**config.mk**
```make
export PLATFORM = sky130hd
export DESIGN_NAME = rv32Multicycle
export DESIGN_NICKNAME = d
export VERILOG_FILES = /design/src/design/rv32Pkg.sv /design/src/design/aluUnit.sv /design/src/design/controlFsm.sv /design/src/design/immExtend.sv /design/src/design/registerFile.sv /design/src/design/rv32Multicycle.sv
export VERILOG_INCLUDE_DIRS = /design/src /design/src/design
export SDC_FILE = /design/constraint.sdc
export NUM_CORES = 2
export LEC_CHECK = 0
export BUFFER_PORTS_ARGS = -buffer_cell sky130_fd_sc_hd__buf_2
export CORE_ASPECT_RATIO = 1.75
export CORE_MARGIN = 2
export CORE_UTILIZATION = 45
export CTS_CLUSTER_SIZE = 10
export DETAILED_ROUTE_END_ITERATION = 16
export PLACE_DENSITY_LB_ADDON = 0.08
export SYNTH_ARGS = -nofsm -noshare
export SYNTH_HDL_FRONTEND = slang
export SYNTH_SLANG_ARGS = --single-unit
```
**constraint.sdc**
```tcl
create_clock -name clk -period 11 [get_ports clk]
set_clock_uncertainty 0.05 [all_clocks]
set_input_delay 1.1 -clock clk [delete_from_list [all_inputs] [get_ports clk]]
set_output_delay 1.1 -clock clk [all_outputs]
set_load 0.01 [all_outputs]
```
**src/design/rv32_defines.svh**
```systemverilog
/* core-wide widths and the reset vector for the multicycle RV32I core;
   include wherever a port or register width depends on them */
`ifndef RV32_DEFINES_SVH
`define RV32_DEFINES_SVH

// data and address width
`define XLEN 32

// architectural registers x0 to x31
`define REG_COUNT 32

// first fetch address after reset
`define RESET_PC 32'h0000_0000

`endif

```
**src/design/rv32Pkg.sv**
```systemverilog
/* shared types for the multicycle RV32I core: opcodes, FSM states
   and the datapath select encodings driven by the control FSM */
package rv32Pkg;

	// RV32I major opcodes handled by the core
	typedef enum logic [6:0] {
		RType      = 7'b0110011,
		ITypeLogic = 7'b0010011,
		ITypeLoad  = 7'b0000011,
		SType      = 7'b0100011,
		BType      = 7'b1100011,
		JType      = 7'b1101111,
		UTypeLui   = 7'b0110111,
		UTypeAuipc = 7'b0010111
	} opcode_t;

	// control FSM states, FETCH first so it is the zero encoding
	typedef enum logic [3:0] {
		FETCH,
		DECODE,
		EXECUTER,
		EXECUTEI,
		UNCONDJUMP,
		LUI,
		AUIPC,
		MEMADR,
		MEMREAD,
		MEMWRITE,
		MEMWB,
		ALUWB,
		BRANCHIFEQ
	} fsmState_t;

	// ALU operation class, refined by funct3 inside the ALU
	typedef enum logic [1:0] {
		ALU_OP_ADD   = 2'b00,
		ALU_OP_SUB   = 2'b01,
		ALU_OP_RTYPE = 2'b10,
		ALU_OP_ITYPE = 2'b11
	} aluOp_t;

	typedef enum logic [1:0] {ALU_SRC_A_REG, ALU_SRC_A_OLD_PC, ALU_SRC_A_ZERO} aluSrcA_t;

	typedef enum logic [1:0] {ALU_SRC_B_REG, ALU_SRC_B_IMM, ALU_SRC_B_FOUR} aluSrcB_t;

	typedef enum logic {RESULT_ALU_OUT, RESULT_DATA} resultSrc_t;

	typedef enum logic {ADR_PC, ADR_ALU_OUT} adrSrc_t;

	// next PC when pcUpdate is high
	typedef enum logic {PC_PLUS4, PC_ALU_OUT} pcSrc_t;

endpackage

```
**src/design/aluUnit.sv**
```systemverilog
/* ALU of the multicycle core with its own operation decoder;
   the FSM gives the class, funct3 and funct7 bit 5 pick the function */
`timescale 1ns/100ps
`include "rv32_defines.svh"

module aluUnit (
	input  logic [`XLEN-1:0] srcA,
	input  logic [`XLEN-1:0] srcB,
	input  rv32Pkg::aluOp_t  aluOp,
	input  logic [2:0]       funct3,
	input  logic             funct7b5,
	output logic [`XLEN-1:0] result,
	output logic             zero
);

	typedef enum logic [2:0] {
		FN_ADD, FN_SUB, FN_AND, FN_OR, FN_XOR, FN_SLT, FN_SLL, FN_SRL
	} aluFunc_t;

	aluFunc_t aluFunc;

	// operation decoder
	always_comb begin
		aluFunc = FN_ADD;
		case (aluOp)
			rv32Pkg::ALU_OP_ADD: aluFunc = FN_ADD;
			rv32Pkg::ALU_OP_SUB: aluFunc = FN_SUB;
			default: begin
				case (funct3)
					// sub only for R-type, addi has no funct7
					3'b000: begin
						if (aluOp == rv32Pkg::ALU_OP_RTYPE && funct7b5) begin
							aluFunc = FN_SUB;
						end else begin
							aluFunc = FN_ADD;
						end
					end
					3'b001:  aluFunc = FN_SLL;
					3'b010:  aluFunc = FN_SLT;
					3'b100:  aluFunc = FN_XOR;
					3'b101:  aluFunc = FN_SRL;
					3'b110:  aluFunc = FN_OR;
					3'b111:  aluFunc = FN_AND;
					default: aluFunc = FN_ADD;
				endcase
			end
		endcase
	end

	always_comb begin
		case (aluFunc)
			FN_SUB:  result = srcA - srcB;
			FN_AND:  result = srcA & srcB;
			FN_OR:   result = srcA | srcB;
			FN_XOR:  result = srcA ^ srcB;
			FN_SLT:  result = `XLEN'($signed(srcA) < $signed(srcB));
			FN_SLL:  result = srcA << srcB[4:0];
			FN_SRL:  result = srcA >> srcB[4:0];
			default: result = srcA + srcB;
		endcase
	end

	assign zero = (result == '0);

endmodule

```
**src/design/controlFsm.sv**
```systemverilog
/* Moore control FSM of the multicycle core; steps each instruction through
   fetch, decode, execute, memory and writeback and drives the datapath selects */
`timescale 1ns/100ps

module controlFsm (
	input  logic                clk,
	input  logic                reset,
	input  rv32Pkg::opcode_t    opcode,
	input  logic                zeroFlag,
	output rv32Pkg::adrSrc_t    adrSrc,
	output logic                irWrite,
	output logic                regWrite,
	output logic                pcUpdate,
	output rv32Pkg::pcSrc_t     pcSrc,
	output logic                memWrite,
	output rv32Pkg::aluSrcA_t   aluSrcA,
	output rv32Pkg::aluSrcB_t   aluSrcB,
	output rv32Pkg::aluOp_t     aluOp,
	output rv32Pkg::resultSrc_t resultSrc
);

	rv32Pkg::fsmState_t state;
	rv32Pkg::fsmState_t nextState;

	always_ff @(posedge clk) begin
		if (reset) begin
			state <= rv32Pkg::FETCH;
		end else begin
			state <= nextState;
		end
	end

	// next state
	always_comb begin
		nextState = rv32Pkg::FETCH;
		case (state)
			rv32Pkg::FETCH: nextState = rv32Pkg::DECODE;
			rv32Pkg::DECODE: begin
				case (opcode)
					rv32Pkg::RType:      nextState = rv32Pkg::EXECUTER;
					rv32Pkg::ITypeLogic: nextState = rv32Pkg::EXECUTEI;
					rv32Pkg::ITypeLoad:  nextState = rv32Pkg::MEMADR;
					rv32Pkg::SType:      nextState = rv32Pkg::MEMADR;
					rv32Pkg::BType:      nextState = rv32Pkg::BRANCHIFEQ;
					rv32Pkg::JType:      nextState = rv32Pkg::UNCONDJUMP;
					rv32Pkg::UTypeLui:   nextState = rv32Pkg::LUI;
					rv32Pkg::UTypeAuipc: nextState = rv32Pkg::AUIPC;
					// unknown opcode goes straight back to fetch
					default:             nextState = rv32Pkg::FETCH;
				endcase
			end
			rv32Pkg::MEMADR: begin
				if (opcode == rv32Pkg::ITypeLoad) begin
					nextState = rv32Pkg::MEMREAD;
				end else begin
					nextState = rv32Pkg::MEMWRITE;
				end
			end
			rv32Pkg::EXECUTER:   nextState = rv32Pkg::ALUWB;
			rv32Pkg::EXECUTEI:   nextState = rv32Pkg::ALUWB;
			rv32Pkg::UNCONDJUMP: nextState = rv32Pkg::ALUWB;
			rv32Pkg::LUI:        nextState = rv32Pkg::ALUWB;
			rv32Pkg::AUIPC:      nextState = rv32Pkg::ALUWB;
			rv32Pkg::MEMREAD:    nextState = rv32Pkg::MEMWB;
			default:             nextState = rv32Pkg::FETCH;
		endcase
	end

	// datapath controls decoded from the state
	always_comb begin
		adrSrc    = rv32Pkg::ADR_PC;
		irWrite   = 1'b0;
		regWrite  = 1'b0;
		pcUpdate  = 1'b0;
		pcSrc     = rv32Pkg::PC_PLUS4;
		memWrite  = 1'b0;
		aluSrcA   = rv32Pkg::ALU_SRC_A_REG;
		aluSrcB   = rv32Pkg::ALU_SRC_B_REG;
		aluOp     = rv32Pkg::ALU_OP_ADD;
		resultSrc = rv32Pkg::RESULT_ALU_OUT;
		case (state)
			rv32Pkg::FETCH: begin
				irWrite  = 1'b1;
				pcUpdate = 1'b1;
			end
			// old PC plus immediate gives the branch or jump target and the auipc result
			rv32Pkg::DECODE, rv32Pkg::AUIPC: begin
				aluSrcA = rv32Pkg::ALU_SRC_A_OLD_PC;
				aluSrcB = rv32Pkg::ALU_SRC_B_IMM;
			end
			rv32Pkg::LUI: begin
				aluSrcA = rv32Pkg::ALU_SRC_A_ZERO;
				aluSrcB = rv32Pkg::ALU_SRC_B_IMM;
			end
			rv32Pkg::EXECUTER: begin
				aluOp = rv32Pkg::ALU_OP_RTYPE;
			end
			rv32Pkg::EXECUTEI: begin
				aluSrcB = rv32Pkg::ALU_SRC_B_IMM;
				aluOp   = rv32Pkg::ALU_OP_ITYPE;
			end
			rv32Pkg::MEMADR: begin
				aluSrcB = rv32Pkg::ALU_SRC_B_IMM;
			end
			// jump to the target while the link value is formed
			rv32Pkg::UNCONDJUMP: begin
				aluSrcA  = rv32Pkg::ALU_SRC_A_OLD_PC;
				aluSrcB  = rv32Pkg::ALU_SRC_B_FOUR;
				pcSrc    = rv32Pkg::PC_ALU_OUT;
				pcUpdate = 1'b1;
			end
			rv32Pkg::BRANCHIFEQ: begin
				aluOp    = rv32Pkg::ALU_OP_SUB;
				pcSrc    = rv32Pkg::PC_ALU_OUT;
				pcUpdate = zeroFlag;
			end
			rv32Pkg::MEMREAD: begin
				adrSrc = rv32Pkg::ADR_ALU_OUT;
			end
			rv32Pkg::MEMWRITE: begin
				adrSrc   = rv32Pkg::ADR_ALU_OUT;
				memWrite = 1'b1;
			end
			rv32Pkg::MEMWB: begin
				resultSrc = rv32Pkg::RESULT_DATA;
				regWrite  = 1'b1;
			end
			rv32Pkg::ALUWB: begin
				regWrite = 1'b1;
			end
		endcase
	end

endmodule

```
**src/design/immExtend.sv**
```systemverilog
/* immediate generator; picks the I, S, B, J or U layout from the
   instruction's own opcode and sign-extends it to the data width */
`timescale 1ns/100ps
`include "rv32_defines.svh"

module immExtend (
	input  logic [`XLEN-1:0] instr,
	output logic [`XLEN-1:0] immExt
);

	rv32Pkg::opcode_t opcode;

	assign opcode = rv32Pkg::opcode_t'(instr[6:0]);

	always_comb begin
		case (opcode)
			rv32Pkg::ITypeLogic, rv32Pkg::ITypeLoad:
				immExt = {{20{instr[31]}}, instr[31:20]};
			rv32Pkg::SType:
				immExt = {{20{instr[31]}}, instr[31:25], instr[11:7]};
			// byte offsets, bit 0 always zero
			rv32Pkg::BType:
				immExt = {{20{instr[31]}}, instr[7], instr[30:25], instr[11:8], 1'b0};
			rv32Pkg::JType:
				immExt = {{12{instr[31]}}, instr[19:12], instr[20], instr[30:21], 1'b0};
			rv32Pkg::UTypeLui, rv32Pkg::UTypeAuipc:
				immExt = {instr[31:12], 12'b0};
			// R-type and unknown opcodes carry no immediate
			default:
				immExt = '0;
		endcase
	end

endmodule

```
**src/design/registerFile.sv**
```systemverilog
/* 32-entry integer register file; two combinational read ports and one
   write port on the clock edge, x0 hardwired to zero */
`timescale 1ns/100ps
`include "rv32_defines.svh"

module registerFile (
	input  logic             clk,
	input  logic             reset,
	input  logic [4:0]       readAddr1,
	input  logic [4:0]       readAddr2,
	input  logic [4:0]       writeAddr,
	input  logic [`XLEN-1:0] writeData,
	input  logic             writeEnable,
	output logic [`XLEN-1:0] readData1,
	output logic [`XLEN-1:0] readData2
);

	logic [`XLEN-1:0] regs [`REG_COUNT];

	always_ff @(posedge clk) begin
		if (reset) begin
			for (int i = 0; i < `REG_COUNT; i++) begin
				regs[i] <= '0;
			end
		end else if (writeEnable && writeAddr != 5'd0) begin
			regs[writeAddr] <= writeData;
		end
	end

	// x0 reads zero
	assign readData1 = (readAddr1 == 5'd0) ? '0 : regs[readAddr1];
	assign readData2 = (readAddr2 == 5'd0) ? '0 : regs[readAddr2];

endmodule

```
**src/design/rv32Multicycle.sv**
```systemverilog
/* top level of the multicycle RV32I core; holds the datapath registers and
   muxes and shares one memory port between fetch, loads and stores */
`timescale 1ns/100ps
`include "rv32_defines.svh"

module rv32Multicycle (
	input  logic             clk,
	input  logic             reset,
	input  logic [`XLEN-1:0] memReadData,
	output logic [`XLEN-1:0] memAddr,
	output logic [`XLEN-1:0] memWriteData,
	output logic             memWrite
);

	// architectural and inter-cycle registers
	logic [`XLEN-1:0] pc;
	logic [`XLEN-1:0] oldPc;
	logic [`XLEN-1:0] instr;
	logic [`XLEN-1:0] dataReg;
	logic [`XLEN-1:0] regA;
	logic [`XLEN-1:0] regB;
	logic [`XLEN-1:0] aluOut;

	logic [`XLEN-1:0] pcPlus4;
	logic [`XLEN-1:0] pcNext;
	logic [`XLEN-1:0] immExt;
	logic [`XLEN-1:0] rfData1;
	logic [`XLEN-1:0] rfData2;
	logic [`XLEN-1:0] srcA;
	logic [`XLEN-1:0] srcB;
	logic [`XLEN-1:0] aluResult;
	logic [`XLEN-1:0] result;
	logic             aluZero;

	rv32Pkg::opcode_t    opcode;
	rv32Pkg::adrSrc_t    adrSrc;
	rv32Pkg::pcSrc_t     pcSrc;
	rv32Pkg::aluSrcA_t   aluSrcA;
	rv32Pkg::aluSrcB_t   aluSrcB;
	rv32Pkg::aluOp_t     aluOp;
	rv32Pkg::resultSrc_t resultSrc;
	logic                irWrite;
	logic                regWrite;
	logic                pcUpdate;

	assign opcode = rv32Pkg::opcode_t'(instr[6:0]);

	controlFsm u_controlFsm (
		.clk       (clk),
		.reset     (reset),
		.opcode    (opcode),
		.zeroFlag  (aluZero),
		.adrSrc    (adrSrc),
		.irWrite   (irWrite),
		.regWrite  (regWrite),
		.pcUpdate  (pcUpdate),
		.pcSrc     (pcSrc),
		.memWrite  (memWrite),
		.aluSrcA   (aluSrcA),
		.aluSrcB   (aluSrcB),
		.aluOp     (aluOp),
		.resultSrc (resultSrc)
	);

	// dedicated incrementer, keeps the ALU free during fetch
	assign pcPlus4 = pc + `XLEN'(4);
	assign pcNext  = (pcSrc == rv32Pkg::PC_ALU_OUT) ? aluOut : pcPlus4;

	always_ff @(posedge clk) begin
		if (reset) begin
			pc <= `RESET_PC;
		end else if (pcUpdate) begin
			pc <= pcNext;
		end
	end

	always_ff @(posedge clk) begin
		if (irWrite) begin
			instr <= memReadData;
			oldPc <= pc;
		end
	end

	// these capture every cycle
	always_ff @(posedge clk) begin
		dataReg <= memReadData;
		regA    <= rfData1;
		regB    <= rfData2;
		aluOut  <= aluResult;
	end

	registerFile u_registerFile (
		.clk         (clk),
		.reset       (reset),
		.readAddr1   (instr[19:15]),
		.readAddr2   (instr[24:20]),
		.writeAddr   (instr[11:7]),
		.writeData   (result),
		.writeEnable (regWrite),
		.readData1   (rfData1),
		.readData2   (rfData2)
	);

	immExtend u_immExtend (
		.instr  (instr),
		.immExt (immExt)
	);

	// operand muxes
	always_comb begin
		case (aluSrcA)
			rv32Pkg::ALU_SRC_A_OLD_PC: srcA = oldPc;
			rv32Pkg::ALU_SRC_A_ZERO:   srcA = '0;
			default:                   srcA = regA;
		endcase
		case (aluSrcB)
			rv32Pkg::ALU_SRC_B_IMM:  srcB = immExt;
			rv32Pkg::ALU_SRC_B_FOUR: srcB = `XLEN'(4);
			default:                 srcB = regB;
		endcase
	end

	aluUnit u_aluUnit (
		.srcA     (srcA),
		.srcB     (srcB),
		.aluOp    (aluOp),
		.funct3   (instr[14:12]),
		.funct7b5 (instr[30]),
		.result   (aluResult),
		.zero     (aluZero)
	);

	assign result = (resultSrc == rv32Pkg::RESULT_DATA) ? dataReg : aluOut;

	// shared memory port
	assign memAddr      = (adrSrc == rv32Pkg::ADR_ALU_OUT) ? aluOut : pc;
	assign memWriteData = regB;

endmodule

```
==> reports/results.ini <==
[outcome]
outcome = complete, but fails checks
violations = max-capacitance violations, max-slew violations

[timing]
worst_slew_pin_slew_ps = 1530
period_minus_slack_ps = 10500
fmax_mhz = 95.2
tns_ps = 0
drv_slew = 12
slew_headroom_pct = -2.25
min_period_over_period_pct = 95.5
setup_viol = 0
finalHoldViolCount = 0
rsz0062_at_grt = false

[routing]
drtIter0Drc = 6413
top_layer = met5
drt-met1-wl_microns = 101000
route.detailed.drc = 0
wl_microns = 335000
wl_met2_microns = 166000
wire_per_inst_microns = 44.9
wl_met3_microns = 30400
viasPerCell = 7.03
drtPass1Iterations = 8
dr_total_vias = 52559
ant_nets = 0

[place]
dp_hpwl_microns = 228000
io_buffers = 98
gp_congestion = 1.14
placed_area_sq_mm = 0.0727
dp_cells = 7238

[global_routing]
grt_pass1_vias = 51848
grt_overflow = 0
grt_pass1_wl_microns = 456000
antenna_found_initial = 62
grtUsageTotal_pct = 43.6
grt_max_degree = 118

[logic_synthesis]
synthTopCellsByCount = nor2_1, edfxtp_1, mux4_2
synth.distinct_cells = 88
ys.flop_type = edfxtp_1
synth_largest_area_cell = edfxtp_1
synth_edf_count = 1088
synthArstFlopShare_pct = 0
synth_warnings = 0
avgSynthCellArea_sq_um = 12.8
ys_seq_area_share_pct = 52.0
yosys-top-cells-area = edfxtp_1, mux4_2, nor2_1
synth_top_area_share_pct = 47.2
synth.cell_area_sq_mm = 0.0692
synthCells = 5397
ys_ff_latch = 1252
synth_most_common_cell = nor2_1

[final_layout]
drive_gt1_share_pct = 24.9
final-instance-count-excl-fill = 7476
finalCoreUtilization_pct = 50.5
fin_nets = 5525
final_cell_area_sq_mm = 0.0772
area_growth_pct = 11.6

[critical_path]
path_max_fanout = 28
critPathRequiredTime_ps = 11630
crit_type = reg -> reg
arrival_ps = 11130
end_kind = flop
start_kind = flop

[die]
fp.dieW_microns = 300
fp.dieArea_sq_mm = 0.157
fp.dieH_microns = 523
coreArea_sq_mm = 0.153
top_level_ports = 99
initial_core_util_pct = 45.2
num_rows = 190

[clock_network]
cts.path.max_buffers = 4
cts_hold_buf = 0
cts_tree = yes
path_clk_slew_ps = 60
cts_max_level = 4
root_buffer = clkbuf_16
clock-sinks = 1252
insertion_delay_ps = 780
cts_buffers = 151

[power_and_ir_drop]
power-per-cell-area_mw_per_mm2 = 230
ir_worst_vdd_mv = 0.177
p_total_w = 0.0178
cellLeakagePower_nw = 27.5

[worst_hold_path]
hp-class = in -> reg

[flow_run]
cap_violations = 2

-- critical path: stages, from the launching register on --
cell,delay (ps)
dfxtp_1,700
nor2_1,160
nand2_1,100
buf_4,290
nor2_1,150
inv_1,100
ha_1,230
nand4b_1,200
or4_1,460
and2_1,550
nor2_1,530
buf_4,260
a22o_1,190
ha_1,400
or3_1,510
or4_1,440
a21oi_1,290
o21ai_0,560
a21oi_1,840
a211oi_1,280
o31ai_1,340
o221ai_1,170
a21oi_1,550
o2111ai_1,370
or4_1,1040
a21oi_2,410
mux2i_1,210
-- report_power, final --
part           internal [W]  leakage [nW]  switching [W]
logic               0.00214          12.9        0.00521
clock network       0.00257          2.00        0.00187
registers           0.00551          12.6       0.000472
total                0.0102          27.5        0.00755
-- cell type report --
type,instances,area [sq um]
antenna,34,85.1
clock buffer,189,4060
clock inverter,2,38.8
fill,13278,75700
inverter,125,472
multi-input combinational,3541,31700
sequential,1252,36000
tap,2016,2520
timing repair buffer,317,2310
-- worst paths after layout --
check	from	endpoint	slack [ps]	cells past startpoint
max	u_controlFsm.state[0]$_SDFF_PP0_	pc[0]$_SDFFE_PP0P_	500	26
min	memReadData[17]	dataReg[17]$_DFF_P_	400	1
max reg2reg	u_controlFsm.state[0]$_SDFF_PP0_	pc[0]$_SDFFE_PP0P_	500	26
min reg2reg	pc[1]$_SDFFE_PP0P_	oldPc[1]$_DFFE_PP_	450	0
-- layer usage --
metal,up-vias,GRT usage [%]
met5,-,0.0309
met4,32,41.5
met3,1271,13.9
met2,3496,70.7
met1,27156,43.9
li1,20604,-
-- sequential cells by signal, summed over array words and instances, names as in the netlist --
name,count
pc,32
oldPc,32
u_controlFsm.state,4
u_registerFile.regs,1024
instr,32
memWriteData,32
dataReg,32
aluOut,32
regA,32
-- cell usage in the layout, fill, tap and decap left out, types with 19 or more instances in the layout --
cell type	count
buf_4	202
mux2i_1	121
xnor2_1	19
nand2_2	62
mux2i_4	33
a21oi_1	160
a221oi_1	20
nand2_1	183
nor2_1	1215
buf_2	97
edfxtp_1	1088
and3_1	32
mux4_2	644
a31oi_1	28
clkbuf_1	31
ha_1	101
a21o_1	30
diode_2	34
inv_1	121
nor3_1	37
o21ai_0	144
conb_1	32
mux2_2	45
a211oi_1	24
nand3_1	62
dfxtp_1	164
clkbuf_16	158
a22o_1	41
nand4_1	35
o32ai_1	22
o211ai_1	51
a22oi_1	48
-- kinds of logic (layout without fill, tap and decap cells) --
group | Yosys count | after routing | share of synthesized area [%]
simple gates | 1772 | 1772 | 10.7
flops | 1252 | 1252 | 52.0
mux | 850 | 850 | 24.0
compound gates | 763 | 763 | 7.51
buf+inv | 635 | 633 | 3.59
fa+ha+maj | 103 | 103 | 1.89
xor+xnor | 21 | 21 | 0.266
other cells | 1 | 66 | 0.00542
-- stage by stage --
| stage | hold WS, ps | setup slack [ps] |
|---|---|---|
| 3_5_place_dp | 436 | 919 |
| 2_1_floorplan | 376 | 3550 |
| 5_1_grt | 381 | 178 |
| 6_report | 400 | 499 |
| 3_3_place_gp | 410 | 901 |
| 4_1_cts | 363 | 880 |
-- repair_timing --
item / in CTS / in global routing
endpoints found under the setup margin: 0 / 31
resized for setup: 0 / 3
setup buffers: 0 / 0
(Power assumes the default switching activity.)
